[config.mk]
export PLATFORM = sky130hd
export DESIGN_NAME = obj_tile_fetch
export DESIGN_NICKNAME = d
export VERILOG_FILES = /design/src/design/obj_video_pkg.sv /design/src/design/obj_types_pkg.sv /design/src/design/obj_tile_fetch.sv
export SDC_FILE = /design/constraint.sdc
export NUM_CORES = 1
export LEC_CHECK = 0
export BUFFER_PORTS_ARGS = -buffer_cell sky130_fd_sc_hd__clkbuf_2
export CAP_MARGIN = 20
export CORE_MARGIN = 5
export CORE_UTILIZATION = 53
export DETAILED_ROUTE_END_ITERATION = 6
export PLACE_DENSITY = 0.82
export REMOVE_ABC_BUFFERS = 1
export SLEW_MARGIN = 20
export SYNTH_ARGS = -nofsm -noshare
export SYNTH_HDL_FRONTEND = slang
export SYNTH_SLANG_ARGS = --single-unit
[constraint.sdc]
create_clock -name clk -period 2.9 [get_ports clk]
set_input_delay 0.29 -clock clk [delete_from_list [all_inputs] [get_ports clk]]
set_output_delay 0.29 -clock clk [all_outputs]
set_load 0.03 [all_outputs]
[src/design/obj_video_pkg.sv]
// Object engine video geometry
// Table size, line widths, offsets and ROM/pixel widths shared by all blocks
package obj_video_pkg;

    // Object attribute table
    localparam int obj_count = 32;
    localparam int obj_bytes = 8;

    // Horizontal and vertical position width
    localparam int hpos_w = 9;

    // Lines above the score area carry no objects
    localparam int score_lines = 48;

    // Added to the 9-bit Y field
    localparam logic [hpos_w-1:0] y_offset = 9'd128;

    // 384 wrap plus 10 pixels of tile delay, taken modulo 512
    localparam logic [hpos_w-1:0] x_offset = 9'(384 + 10);

    // ROM word address width
    localparam int rom_aw = 17;

    // Palette in the upper nibble, colour in the lower one
    localparam int pxl_w = 8;

endpackage

[src/design/obj_types_pkg.sv]
// Object engine data types
// Decoded object attributes and the request handed from scan to fetch
package obj_types_pkg;

    // One table entry after byte assembly
    typedef struct packed {
        logic [3:0]                      pal;
        logic [obj_video_pkg::hpos_w-1:0] ypos;
        logic [obj_video_pkg::hpos_w-1:0] xpos;
        logic [11:0]                     code;
        logic                            vflip;
        logic                            hflip;
        logic [1:0]                      hsize;
    } obj_attr_t;

    // One object to draw on the next line
    typedef struct packed {
        // Tile code followed by the row inside the tile
        logic [obj_video_pkg::rom_aw-2:0] rom_row;
        logic [3:0]                       pal;
        logic                             hflip;
        // First line buffer address
        logic [obj_video_pkg::hpos_w-1:0] buf_start;
    } draw_req_t;

endpackage

[src/design/obj_tile_fetch.sv]
// Object tile fetcher
// Reads both 8-pixel halves of one tile row from the ROM, unpacks the
// bit planes and writes the pixels into the line buffer
module obj_tile_fetch (
    input  logic                             clk,
    input  logic                             rst,
    input  logic                             draw_start,
    input  obj_types_pkg::draw_req_t         req,
    output logic                             busy,
    output logic [obj_video_pkg::rom_aw-1:0] rom_addr,
    output logic                             rom_cs,
    input  logic [31:0]                      rom_data,
    input  logic                             rom_ok,
    output logic [obj_video_pkg::hpos_w-1:0] wr_addr,
    output logic [obj_video_pkg::pxl_w-1:0]  wr_data,
    output logic                             we
);

    logic [1:0]  rom_good;
    logic [2:0]  wr_cnt;
    logic        half_done;
    logic        start;
    logic        accept;
    logic [31:0] planes;
    logic [31:0] pxl_sr;
    logic [3:0]  cur_pal;
    logic        cur_hflip;
    logic [3:0]  colour;

    assign start  = draw_start && !busy;
    // Word is good after two clocks of rom_ok on the current address
    assign accept = busy && (rom_good == 2'b11) && !we;

    // Plane b, pixel j comes from nibble j of the word
    always_comb begin
        for (int j = 0; j < 8; j++) begin
            for (int b = 0; b < 4; b++) begin
                planes[8*b + j] = rom_data[4*j + b];
            end
        end
    end

    assign colour  = cur_hflip ? {pxl_sr[31], pxl_sr[23], pxl_sr[15], pxl_sr[7]}
                               : {pxl_sr[24], pxl_sr[16], pxl_sr[8], pxl_sr[0]};
    assign wr_data = {cur_pal, colour};

    // Fetch control
    always_ff @(posedge clk or posedge rst) begin
        if (rst) begin
            busy      <= 1'b0;
            rom_cs    <= 1'b0;
            we        <= 1'b0;
            rom_good  <= '0;
            wr_cnt    <= '0;
            half_done <= 1'b0;
        end else if (start) begin
            busy      <= 1'b1;
            rom_cs    <= 1'b1;
            rom_good  <= '0;
            wr_cnt    <= '0;
            half_done <= 1'b0;
        end else if (busy) begin
            rom_good <= {rom_good[0], rom_ok};
            if (accept) begin
                we <= 1'b1;
                // Address moves to the second half
                if (!half_done) begin
                    rom_good <= '0;
                end
            end
            if (we) begin
                wr_cnt <= wr_cnt + 3'd1;
                if (&wr_cnt) begin
                    we        <= 1'b0;
                    half_done <= 1'b1;
                    if (half_done) begin
                        busy   <= 1'b0;
                        rom_cs <= 1'b0;
                    end
                end
            end
        end
    end

    // Address and pixel data path
    always_ff @(posedge clk) begin
        if (start) begin
            // Right half first when mirrored
            rom_addr  <= {req.rom_row, req.hflip};
            cur_pal   <= req.pal;
            cur_hflip <= req.hflip;
            wr_addr   <= req.buf_start;
        end
        if (accept) begin
            if (!half_done) begin
                rom_addr[0] <= ~rom_addr[0];
            end
            pxl_sr <= planes;
        end
        if (we) begin
            pxl_sr  <= cur_hflip ? pxl_sr << 1 : pxl_sr >> 1;
            wr_addr <= wr_addr + 9'd1;
        end
    end

endmodule

# Yosys cells after proc, flatten, opt, wreduce, memory -nomap -nowiden
# Cells that the tools add are included.
# totals
regBits	72
inputBits	66
word_cells	65
# classes
add_sub_neg	2
eq_ne	1
muxes	33
bitwise_logic	2
n_reduce_logical	15
# ops
cell	n
32-bit 2-to-1 mux	3
1-bit 2-to-1 mux	20
9-bit 2-to-1 mux	2
2-bit nonzero test	5
9-bit by 1-bit adder with 9-bit output (second input constant)	1
3-bit 2-to-1 mux	3
2-bit 2-to-1 mux	4
3-bit AND reduction	2
4-bit 2-to-1 mux	1
2-bit AND reduction	2
4-bit AND reduction	1
3-bit by 1-bit adder with 3-bit output (second input constant)	1
1-bit logical AND	3
2-bit equality test (second input constant)	1
1-bit logical NOT	2
1-bit NOT	2

# Logic depth before layout (Yosys ltp)
# depth
ltp_word	6
depth_mapped	4
mapped_depth_nobuf	4

# Worst setup path before layout
# OpenSTA, ideal clock, no wires.
# synth_timing
path_type	register to register
startpoint	reg we
endpoint	reg pxl_sr[0] (enable)
setup_time_ns	0.389
t_arrival_ns	1.415
required_ns	2.511
path_slack_ns	1.096
stages_incl_launch_ff	3
synth_period_minus_slack_ns	1.804
cell_sequence	dfrtp_1 inv_1 nand2_1
# synth_via
elab_chain_len	3
# synth_lines
item	line	text
start: declaration	obj_tile_fetch.sv:16	output logic we
start signal: assignment	obj_tile_fetch.sv:52	we <= 1'b0;
start signal: assignment	obj_tile_fetch.sv:65	we <= 1'b1;
start signal: assignment	obj_tile_fetch.sv:74	we <= 1'b0;
1-bit logical NOT	obj_tile_fetch.sv:32	assign accept = busy && (rom_good == 2'b11) && !we;
1-bit logical AND	obj_tile_fetch.sv:32	
2-bit nonzero test (no line) *	--	
end signal: assignment	obj_tile_fetch.sv:98	pxl_sr <= planes;
end signal: assignment	obj_tile_fetch.sv:101	pxl_sr <= cur_hflip ? pxl_sr << 1 : pxl_sr >> 1;
end: declaration	obj_tile_fetch.sv:25	logic [31:0] pxl_sr;
# Mark *: on every way between the ends. The rest lies on a longest branch, timed or not.
# A chain may end at the register's enable or synchronous reset.

# Worst setup path after layout
# layout_timing
startpoint	reg cur_hflip
endpoint	out wr_data[2] (netlist bit)
# layout_via
elab_chain_len	1
# layout_lines
item	line	text
start: declaration	obj_tile_fetch.sv:27	logic cur_hflip;
start signal: assignment	obj_tile_fetch.sv:91	cur_hflip <= req.hflip;
4-bit 2-to-1 mux	obj_tile_fetch.sv:43	assign colour = cur_hflip ? {pxl_sr[31], pxl_sr[23], pxl_sr[15], pxl_sr[7]}
end: declaration	obj_tile_fetch.sv:15	output logic [obj_video_pkg::pxl_w-1:0] wr_data,
# Every way passes these cells.

==> impl_metrics.yaml <==
yosys:
  synth_top_family_by_area: "multiplexers"
  yosys-top-cells-area: "edfxtp_1 58%, mux2i_1 9.6%, dfrtp_1 7.0%"
  synth_fa_ha_area_share_pct: 1.17
  syn_avg_cell_area_sq_um: 12.7
  netlist_area_sq_um: 3220
  synth_edf_count: 62
  async_flop_share_pct: 12.5
  synth_top_cell_area_share_pct: 57.9
  synth-xor-area-share_pct: 0.817
  yosysSeqAreaShare_pct: 65.5
  synth_area_leader_cell: "edfxtp_1"
  netlist_instances: 254
  synth_compound_area_share_pct: 9.38
  synth_cell_types: 31
  synth_seq_cells: 72
  yosysWarnings: 0
  synth_flop_cell: "edfxtp_1"
  synthMuxAreaShare_pct: 11.4
  synth-simple-area-share_pct: 8.79
clock_network:
  numCtsBuffers: 9
  clkTransAtPathRegs_ns: 0.08
  htreeDepth: 3
  clock_sinks: 72
  clkLatencyLatePin_ns: 0.33
  clock_path_buffers: 2
  root_buffer: "clkbuf_8"
  cts_tree: "done"
floorplanning:
  rows: 28
  die_y_um: 87.9
  initial_core_util_pct: 54.3
  io_pins: 103
  die_w_um: 87.9
  coreArea_sq_um: 5920
  die_area_sq_um: 7720
setup_path:
  reg2reg_from: "cur_hflip$_DFFE_PP_"
  worstSetupStartpointType: "register"
  crit_slowest_cell: "edfxtp_1"
  cp.arrival_ns: 1.80
  reg2reg_slack_ns: 1.07
  cp_max_fo: 17
  critPathKind: "reg2out"
  ff2ff_path_depth: 3
  crit_path_end_kind: "output port"
  worstPathRequired_ns: 2.61
  r2r-end: "pxl_sr[5]$_DFFE_PP_"
  crit_path_max_incr_delay_ns: 0.87
  cp_cell_sequence: "mux2_2 > clkbuf_2"
grt:
  first_global_vias: 2348
  grt_max_degree: 33
  grt_pass1_wl_um: 11100
  grt_overflow: 0
  track_usage_pct: 18.8
  antenna_found_initial: 0
pwr:
  powerDensity_nw_per_um2: 1090
  total_power_w: 0.00441
  peakVddDrop_mv: 0.643
  leakage_nw: 1.76
hold_path:
  min_path_type: "in2reg"
  min_from: "req[24]"
  whs_endpoint: "rom_addr[11]$_DFFE_PP_"
  min_path_cells: 1
outcome:
  status: "finished clean"
placement:
  io_buffers: 102
  dpl.cell_count: 422
  hpwlAfterDp_um: 4930
  place_congestion: 0.781
routing:
  drc: 0
  final_antenna_net_count: 0
  drt_wl_total_um: 6770
  first_iter_violations: 164
  drtPass1Iterations: 4
  num_vias: 2310
  wl_per_cell_um: 15.4
  via_per_inst: 5.26
sta:
  min_period_over_period_pct: 72.2
  worst_pin_slew_ns: 0.802
  rsz0062_at_grt: "false"
  finalHoldViolations: 0
  finalMaxSlewViolations: 0
  period_needed_ns: 2.09
  slew_headroom_pct: 46.5
  setup_violations: 0
  fmaxAchievable_mhz: 477
  fin_skew_ns: 0.00801
final_layout:
  final_nets: 428
  final_common_cell: "clkbuf_2"
  most-common-layout-cells: "102 x clkbuf_2, 62 x edfxtp_1, 40 x nor2_1, 36 x a21oi_1, 31 x mux2i_1"
  regArea_sq_um: 2110
  instances_no_fill: 439
  fill_cells: 463
  drive_gt1_share_pct: 35.2
  diodes: 0
  areaGrowthSynthToFinish_pct: 25.8
  multi_input_area_sq_um: 1010
run:
  maxCapViolCount: 0
where the power goes:
| group | internal [W] | switching (W) |
|---|---|---|
| clock network | 0.000620 | 0.000355 |
| logic | 0.000536 | 0.000860 |
| registers | 0.00170 | 0.000330 |
| total | 0.00286 | 0.00154 |
synth_stat cells (2+ instances only):
master,number
o21ai_0,7
mux2_2,5
a32o_1,2
a21oi_1,36
inv_1,6
xor2_1,2
clkbuf_1,2
mux2i_1,31
or3_1,4
edfxtp_1,62
o32ai_1,2
nand2_1,11
nor2_1,40
buf_1,3
a31oi_1,4
nand3_1,5
buf_2,6
dfrtp_1,9
buf_4,3
ha_1,3
critical path: cells and delay by family (launching register included):
kind / cells / cell delay (ns)
muxes: 1 / 0.42
buffers and inverters: 1 / 0.18
DFF: 1 / 0.87
sequential cells by signal, indices dropped and copies added, names as in the netlist:
name / count
wr_addr: 9
pxl_sr: 32
rom_cs: 1
cur_pal: 4
rom_addr: 17
busy: 1
we: 1
wr_cnt: 3
rom_good: 2
half_done: 1
cur_hflip: 1
routing by layer:
metal | wire [um] | track usage [%] | vias up
met4 | 131 | 6.56 | 0
li1 | - | - | 1147
met5 | 0 | 0 | -
met3 | 580 | 7.24 | 12
met2 | 3320 | 29.7 | 80
met1 | 2740 | 23.8 | 1071
what timing repair did:
| action | CTS | global route |
|---|---|---|
| setup endpoints to repair | 0 | 0 |
| setup buffers | 0 | 0 |
| resized for setup | 0 | 0 |
| hold endpoints to repair | 9 | 0 |
| hold buffers | 1 | 0 |
worst max-delay path by stage:
stage	startpoint	endpoint	slack [ns]	cells past startpoint
3_3_place_gp	cur_hflip$_DFFE_PP_	pxl_sr[30]$_DFFE_PP_	1.14	3
6_report	cur_hflip$_DFFE_PP_	wr_data[2]	0.81	2
5_1_grt	cur_hflip$_DFFE_PP_	wr_data[2]	0.69	2
3_5_place_dp	cur_hflip$_DFFE_PP_	pxl_sr[4]$_DFFE_PP_	1.10	3
2_1_floorplan	we$_DFFE_PP0P_	pxl_sr[0]$_DFFE_PP_	-0.37	2
4_1_cts	cur_hflip$_DFFE_PP_	wr_data[2]	0.77	2
stage by stage:
stage | setup TNS, ns | instance area (sq um) | hold slack, ns | util, % | setup WS, ns
final | 0 | 4050 | 0.126 | 68.3 | 0.805
after detailed placement | 0 | 3790 | 0.254 | 64.0 | 1.10
after floorplan | -11.99 | 3140 | 0.118 | - | -0.375
after global placement | 0 | 3790 | 0.250 | 64.0 | 1.14
after global routing | 0 | 4050 | 0.102 | 68.3 | 0.695
after CTS | 0 | 4050 | 0.113 | 68.3 | 0.766
area by class of cell:
type / count / share of cell area, %
clock buffers: 13 / 3.93
clock inverters: 3 / 2.23
inverters: 6 / 0.557
multi-input cells: 162 / 25.1
flip-flops and latches: 72 / 52.1
well taps: 75 / 2.32
repair buffers: 108 / 13.8
logic make-up after synthesis:
kind of cell	Yosys count
flops	72
simple gates	66
compound gates	54
mux	36
buf+inv	20
xor+xnor	3
fa+ha+maj	3
Power figures use the tool's default switching activity.
