**src/design/obj_video_pkg.sv**
```systemverilog
// Object engine video geometry
// Table size, line widths, offsets and ROM/pixel widths shared by all blocks
package obj_video_pkg;

    // Object attribute table
    localparam int obj_count = 32;
    localparam int obj_bytes = 8;

    // Horizontal and vertical position width
    localparam int hpos_w = 9;

    // Lines above the score area carry no objects
    localparam int score_lines = 48;

    // Added to the 9-bit Y field
    localparam logic [hpos_w-1:0] y_offset = 9'd128;

    // 384 wrap plus 10 pixels of tile delay, taken modulo 512
    localparam logic [hpos_w-1:0] x_offset = 9'(384 + 10);

    // ROM word address width
    localparam int rom_aw = 17;

    // Palette in the upper nibble, colour in the lower one
    localparam int pxl_w = 8;

endpackage

```
**src/design/obj_types_pkg.sv**
```systemverilog
// Object engine data types
// Decoded object attributes and the request handed from scan to fetch
package obj_types_pkg;

    // One table entry after byte assembly
    typedef struct packed {
        logic [3:0]                      pal;
        logic [obj_video_pkg::hpos_w-1:0] ypos;
        logic [obj_video_pkg::hpos_w-1:0] xpos;
        logic [11:0]                     code;
        logic                            vflip;
        logic                            hflip;
        logic [1:0]                      hsize;
    } obj_attr_t;

    // One object to draw on the next line
    typedef struct packed {
        // Tile code followed by the row inside the tile
        logic [obj_video_pkg::rom_aw-2:0] rom_row;
        logic [3:0]                       pal;
        logic                             hflip;
        // First line buffer address
        logic [obj_video_pkg::hpos_w-1:0] buf_start;
    } draw_req_t;

endpackage

```
**src/design/obj_line_match.sv**
```systemverilog
// Vertical hit test for one object
// Checks the object height against the line and works out the tile code and row
module obj_line_match (
    input  obj_types_pkg::obj_attr_t          attr,
    input  logic [obj_video_pkg::hpos_w-1:0]  vf,
    output logic                              hit,
    output logic [11:0]                       code_adj,
    output logic [3:0]                        tile_row
);

    logic [obj_video_pkg::hpos_w-1:0] ydiff;

    assign ydiff = vf - attr.ypos;

    // Tall objects take the upper row bits as the low code bits
    always_comb begin
        code_adj = attr.code;
        case (attr.hsize)
            2'd0: begin
                hit = ydiff < 9'd16;
            end
            2'd1: begin
                hit         = ydiff < 9'd32;
                code_adj[0] = ydiff[4] ^ attr.vflip;
            end
            2'd2: begin
                hit           = ydiff < 9'd64;
                code_adj[1:0] = ydiff[5:4] ^ {2{attr.vflip}};
            end
            default: begin
                hit           = ydiff < 9'd128;
                code_adj[2:0] = ydiff[6:4] ^ {3{attr.vflip}};
            end
        endcase
    end

    // Row inside the 16-line tile
    assign tile_row = ydiff[3:0] ^ {4{attr.vflip}};

endmodule

```
**src/design/obj_scan_ctrl.sv**
```systemverilog
// Object table scanner
// Walks all entries once per line, tests each against the next line
// and hands hits to the tile fetcher, stalling while it is busy
module obj_scan_ctrl (
    input  logic                             clk,
    input  logic                             rst,
    input  logic                             LHBL,
    input  logic [obj_video_pkg::hpos_w-1:0] v,
    input  logic                             flip,
    output logic [7:0]                       scan_addr,
    input  logic [7:0]                       scan_dout,
    input  logic                             busy,
    output logic                             draw_start,
    output obj_types_pkg::draw_req_t         req
);

    logic [$clog2(obj_video_pkg::obj_count)-1:0] obj_cnt;
    logic [$clog2(obj_video_pkg::obj_bytes)-1:0] sub_cnt;
    logic                                        step_en;
    logic                                        lhbl_l;
    logic                                        line_start;
    logic                                        done;
    logic                                        match;
    logic [obj_video_pkg::hpos_w-1:0]            vf;
    obj_types_pkg::obj_attr_t                    attr;
    logic                                        hit;
    logic [11:0]                                 code_adj;
    logic [3:0]                                  tile_row;
    logic [11:0]                                 code_adj_q;
    logic [3:0]                                  tile_row_q;

    assign scan_addr  = {obj_cnt, sub_cnt};
    assign line_start = LHBL && !lhbl_l;

    obj_line_match u_match (
        .attr     (attr),
        .vf       (vf),
        .hit      (hit),
        .code_adj (code_adj),
        .tile_row (tile_row)
    );

    // Counters, line start and hit flag
    always_ff @(posedge clk or posedge rst) begin
        if (rst) begin
            step_en    <= 1'b0;
            lhbl_l     <= 1'b0;
            obj_cnt    <= '0;
            sub_cnt    <= '0;
            done       <= 1'b1;
            match      <= 1'b0;
            draw_start <= 1'b0;
            vf         <= '0;
        end else begin
            step_en    <= ~step_en;
            draw_start <= 1'b0;
            if (step_en) begin
                lhbl_l <= LHBL;
                vf     <= v ^ {obj_video_pkg::hpos_w{flip}};
                if (line_start) begin
                    done    <= 1'b0;
                    obj_cnt <= '0;
                    sub_cnt <= '0;
                    match   <= 1'b0;
                end else if (!done) begin
                    if (sub_cnt != 3'd7) begin
                        sub_cnt <= sub_cnt + 3'd1;
                    end
                    if (sub_cnt == 3'd6) begin
                        match <= hit && (v >= obj_video_pkg::score_lines);
                    end
                    // Last step repeats while the fetcher holds an object
                    if (sub_cnt == 3'd7) begin
                        if (!match || !busy) begin
                            obj_cnt <= obj_cnt + 5'd1;
                            sub_cnt <= '0;
                            if (&obj_cnt) begin
                                done <= 1'b1;
                            end
                        end
                        if (!busy) begin
                            draw_start <= match;
                            match      <= 1'b0;
                        end
                    end
                end
            end
        end
    end

    // Attribute assembly from the table bytes
    always_ff @(posedge clk) begin
        if (step_en && !line_start && !done) begin
            case (sub_cnt)
                3'd0: attr.pal <= scan_dout[3:0];
                3'd2: attr.ypos[7:0] <= scan_dout;
                3'd3: attr.ypos <= {scan_dout[0], attr.ypos[7:0]} + obj_video_pkg::y_offset;
                3'd4: attr.code[7:0] <= scan_dout;
                3'd5: begin
                    {attr.vflip, attr.hflip} <= scan_dout[7:6] ^ {2{flip}};
                    attr.hsize               <= scan_dout[5:4];
                    attr.code[11:8]          <= scan_dout[3:0];
                end
                3'd6: begin
                    attr.xpos[7:0] <= scan_dout;
                    code_adj_q     <= code_adj;
                    tile_row_q     <= tile_row;
                end
                3'd7: attr.xpos <= {scan_dout[0], attr.xpos[7:0]};
                default: ;
            endcase
        end
    end

    // Request for the fetcher, valid by the draw_start pulse
    always_comb begin
        req.rom_row   = {code_adj_q, tile_row_q};
        req.pal       = attr.pal;
        req.hflip     = attr.hflip;
        req.buf_start = attr.xpos + obj_video_pkg::x_offset;
    end

endmodule

```
**config.mk**
```make
export PLATFORM = sky130hd
export DESIGN_NAME = obj_scan_ctrl
export DESIGN_NICKNAME = d
export VERILOG_FILES = /design/src/design/obj_video_pkg.sv /design/src/design/obj_types_pkg.sv /design/src/design/obj_line_match.sv /design/src/design/obj_scan_ctrl.sv
export SDC_FILE = /design/constraint.sdc
export NUM_CORES = 1
export LEC_CHECK = 0
export ABC_CLOCK_PERIOD_IN_PS = 2200
export BUFFER_PORTS_ARGS = -buffer_cell sky130_fd_sc_hd__buf_2
export CORE_UTILIZATION = 51
export DETAILED_ROUTE_END_ITERATION = 8
export GPL_ROUTABILITY_DRIVEN = 0
export PLACE_DENSITY_LB_ADDON = 0.12
export SLEW_MARGIN = 20
export SYNTH_ARGS = -nofsm -noshare
export SYNTH_HDL_FRONTEND = slang
export SYNTH_SLANG_ARGS = --single-unit
```
**constraint.sdc**
```tcl
create_clock -name clk -period 2.2 [get_ports clk]
set_input_delay 0.55 -clock clk [delete_from_list [all_inputs] [get_ports clk]]
set_output_delay 0.55 -clock clk [all_outputs]
set_load 0.01 [all_outputs]
```
Word level (Yosys, flattened, before mapping)
Index checks and enable logic that the tools add are counted.
{"block": "totals", "reg_bits": 76, "latchBits": 0, "ramBits": 0, "mem_bits_ro": 0, "input_bits": 22, "output_inout_bits": 39, "elab_cells": 103, "n_memories": 0}
{"block": "classes", "addsub": 5, "mul": 0, "div": 0, "n_lt_le_gt_ge": 5, "n_eq_ne": 10, "shift": 0, "n_mux": 29, "n_bitwise": 7, "n_reduce_logical": 27}
{"op": "2-to-1 mux 5 bit", "count": 4}
{"op": "2-to-1 mux 1 bit", "count": 16}
{"op": "case mux 8 bit (2 select lines)", "count": 1}
{"op": "AND reduction 2 bit", "count": 8}
{"op": "2-to-1 mux 3 bit", "count": 5}
{"op": "== test 3 bit, second input constant", "count": 4}
{"op": "adder 9 x 8 -> 9 bit, second input constant", "count": 1}
{"op": "adder 9 bit, second input constant", "count": 1}
{"op": ">= comparator 9 x 6 -> 1 bit, second input constant", "count": 1}
{"op": "less-than comparator 9 x 5 -> 1 bit, second input constant", "count": 1}
{"op": "less-than comparator 9 x 6 -> 1 bit, second input constant", "count": 1}
{"op": "less-than comparator 9 x 7 -> 1 bit, second input constant", "count": 1}
{"op": "less-than comparator 9 x 8 -> 1 bit, second input constant", "count": 1}
{"op": "subtractor 9 bit", "count": 1}
{"op": "XOR 9 bit", "count": 1}
{"op": "== test 3 x 2 -> 1 bit, second input constant", "count": 2}
{"op": "case mux 1 bit (3 select lines)", "count": 2}
{"op": "nonzero test 2 bit", "count": 3}
{"op": "adder 5 x 1 -> 5 bit, second input constant", "count": 1}
{"op": "zero test 1 bit", "count": 5}
{"op": "AND reduction 5 bit", "count": 1}
{"op": "logical AND 1 bit", "count": 4}
{"op": "AND reduction 4 bit", "count": 1}
{"op": "XOR 2 bit", "count": 2}
{"op": "other kinds (15)", "count": 15}

Longest topological paths before layout
{"block": "logic_depth", "ltp_word": 9, "ltp_mapped": 9}

By module
Synthesis repeated with hierarchy kept, for this count alone.
{"block": "unflattened", "hier_cells": 287, "hier_area_um2": 3632.2}
{"mod": "obj_scan_ctrl", "instances": 1, "cells_per_inst": 210, "area_per_inst_um2": 3072.9, "seq_area_each_um2": 2173.3}
{"mod": "obj_line_match", "instances": 1, "cells_per_inst": 77, "area_per_inst_um2": 559.3, "seq_area_each_um2": 0.0}

Worst setup path before layout
Ideal clock, no wire load.
{"block": "synth_path", "kind": "input port to flip-flop", "from": "input port LHBL", "to": "register, netlist name attr[16]", "setup_time_ns": 0.405, "arrival_ns": 2.137, "required_ns": 1.795, "setup_slack_ns": -0.342, "stages": 3, "n_path_buf": 0, "cell_sequence": "nor2b_1 > or3_4 > nor2_1"}
{"block": "synth_between", "elab_chain_cells": 5}
{"element": "start, declared", "line_no": "obj_scan_ctrl.sv:7", "text": "input logic LHBL,"}
{"element": "logical AND 1 bit", "line_no": "obj_scan_ctrl.sv:33", "text": "assign line_start = LHBL && !lhbl_l;"}
{"element": "zero test 1 bit", "line_no": "obj_scan_ctrl.sv:93", "text": "if (step_en && !line_start && !done) begin"}
{"element": "logical AND 1 bit (2 in a row)", "line_no": "obj_scan_ctrl.sv:93"}
{"element": "AND reduction 2 bit (no line)"}
No other way between the ends.
A chain may end at the register's enable or synchronous reset.

==> flow_summary.toml <==
[logic_synthesis]
ys_ff_latch = 76
yosysTopAreaCell = "edfxtp_1"
syn_avg_cell_area_um2 = 12.43
synth.distinct_cells = 53
ys.flop_type = "edfxtp_1"
synth_nets = 330
netlist_instances = 292
yosysSeqAreaShare_pct = 59.88
syn_area_um2 = 3630
synthArstFlopShare_pct = 28.95
yosys_warnings = 0
ys_top_cells_by_area = "edfxtp_1 45%, dfrtp_1 14%, ha_1 5.2%, xnor2_1 5.1%, a21oi_1 3.0%"
synth_edf_count = 54
synth_top_area_share_pct = 44.67

[clock_tree]
clk_latency_ps = 350
clockBufferDepth = 2
cts_tree = "built"
clkTransAtPathRegs_ps = 80
cts_hold_buffers = 0
clock-sinks = 76
cts_buffers = 9
htreeDepth = 3
cts_root_buf = "clkbuf_8"

[drt]
drc = 0
final_antenna_net_count = 0
wl_per_cell_um = 14.82
vias = 2311
firstDrtPassIters = 6
viasPerCell = 5.057
drt_iter0_drc = 105
wirelength_um = 6773

[pwr]
p_total_uw = 3534
swShare_pct = 27.57
pwr-share-seq_pct = 48.8
power.internal_uw = 2559
switchingPower_uw = 974.4
clockPowerShare_pct = 32.6
p_per_area_nw_per_um2 = 828.2
leakage_uw = 0.001794
peakVddDrop_uv = 624.9
comb_power_share_pct = 18.7

[sta]
fin_skew_ps = 3.704
fmax_mhz = 472.2
worstMarginPinSlew_ps = 558.9
finalSetupViolCount = 0
min_period_ps = 2118
min_period_over_period_pct = 96.27
slew_headroom_pct = 61.77
finalSetupTns_ps = 0
hold_viol_final = 0
rsz0062_at_grt = "yes"
maxSlewViolCount = 0

[worst_setup_path]
cp-startpoint = "attr[19]"
cp_num_buf_inv = 1
cp_max_fo = 4
cp.depth = 5
r2r_start = "attr[25]"
crit_path_start_kind = "flop"
cp_top_family = "flip-flops"
timing_worst_setup_path_type = "reg2out"
path_cells = "a21oi_2, nor2_1, a21oi_1, xor2_1, buf_2"
r2r_slack_ps = 110
endpoint = "req[8]"
r2r_cells = 8
crit_required_ps = 1650
endpoint_kind = "output pin"
crit_arrival_ps = 1570
cp_slowest_cell = "edfxtp_1"
r2r-end = "match"
cpPeakStageDelay_ps = 470

[global_route]
grt_pass1_wl_um = 10740
grt_max_degree = 26
grt_pass1_vias = 2173
antenna_found_initial = 0
grt-ovfl-total = 0
track_usage_pct = 19.76

[die]
start_util_pct = 53.13
die_h_um = 86.37
dieArea_um2 = 7459
io_pins = 61
die_w_um = 86.37
rows = 30
coreArea_um2 = 6832

[final_layout]
area_growth_pct = 17.55
nNetsFinal = 394
layout_commonest_cell = "buf_2"
drive_gt1_share_pct = 29.09
num_antenna_cells = 0
stdcell_area_um2 = 4267
num-fill-cells = 564
final_util_pct = 62.45
mostFrequentLayoutCells = "60 x buf_2, 54 x edfxtp_1, 22 x nor2_1, 22 x nand2_1"

[worst_hold_path]
hp-class = "in2async"

[placement]
hpwlAfterDp_um = 4737
portBuffers = 60
placedInstanceArea_um2 = 4029

[run_status]
outcome = "completed"

[run]
drv_cap = 0
## power groups by stage
stage               sequential (uW)  combinational, uW  clock [uW]
floorplan                      1750                451           0
global placement               1750                649           0
detailed placement             1760                655           0
CTS                            1720                663        1170
global route                   1730                739        1220
finish                         1720                659        1150
## cell families (layout without fill, tap and decap cells)
logic type      count (synthesis)  after routing  share of synthesized area, %
simple gates                   77             77                         10.82
xor+xnor                       33             33                         7.963
mux                             3              3                        0.8962
fa+ha+maj                      16             16                         5.722
compound gates                 55             55                         10.13
buf+inv                        32            101                         4.584
flops                          76             76                         59.88
## registers in the layout (all words and copies together) (netlist names)
signal / cells
attr: 33
code_adj_q: 12
done: 1
draw_start: 1
lhbl_l: 1
match: 1
obj_cnt: 5
req: 5
step_en: 1
sub_cnt: 3
tile_row_q: 4
vf: 9
## routing by layer
layer,GRT usage [%],routed length (um),vias to the layer above
met4,9.545,125,0
li1,-,-,1159
met5,0,0,-
met3,4.095,273,12
met2,30.74,3349,52
met1,26.68,3025,1088
## metrics by stage
stage / worst slack [ps] / hold WS (ps) / cells
finish: 82.14 / 233.2 / 457
global route: -21.85 / 241.3 / 457
CTS: 58.02 / 230.2 / 457
detailed placement: 57.09 / 404.5 / 441
global placement: 199.6 / 401.9 / 441
floorplan: 42.58 / 400.3 / 292
## worst reg2reg max path, cell delays in order (launching register included)
cell and delay (ps):
edfxtp_1 370, ha_1 230, fa_1 380, nand2b_1 150, a21oi_1 180, nand2_1 130, o21ai_1 220, o2111ai_2 150
o31ai_2 180
## how the worst min path moves through the flow
stage	depth (start not counted)	startpoint	slack (ps)	endpoint
2_1_floorplan	0	attr[14]	400	code_adj_q[10]
3_3_place_gp	0	attr[7]	400	code_adj_q[3]
3_5_place_dp	0	attr[14]	400	code_adj_q[10]
4_1_cts	3	rst	230	obj_cnt[2]
5_1_grt	3	rst	240	obj_cnt[0]
6_report	3	rst	230	vf[0]
## final cells by class
type | count | area, um2 | area share [%]
sequential | 76 | 2173 | 50.94
multi-input combinational | 184 | 1323 | 31.00
timing repair buffer | 68 | 372.9 | 8.739
clock buffer | 9 | 123.9 | 2.903
tap | 96 | 120.1 | 2.815
clock inverter | 7 | 90.09 | 2.111
inverter | 17 | 63.81 | 1.496
## synth_stat cells (2+ instances only)
library cell	count
a21o_1	3
a21oi_1	22
a21oi_2	2
a31oi_1	3
and2_1	7
and3_1	3
buf_4	8
buf_6	2
clkbuf_1	4
dfrtp_1	21
edfxtp_1	54
ha_1	15
inv_1	16
mux2_2	2
nand2_1	22
nand2b_1	4
nand3_1	4
nand4_1	2
nor2_1	23
nor2b_1	2
o2111ai_1	2
o211ai_1	2
o21a_1	2
o21ai_0	3
o21ai_1	5
xnor2_1	21
xor2_1	12
## repair_timing
action,in CTS,in global routing
gates resized for setup,1,4
setup buffers,0,0
pin swaps,0,1
endpoints found under the setup margin,1,2
gates cloned,0,0
Note: power is estimated with default switching activity, not from simulation.
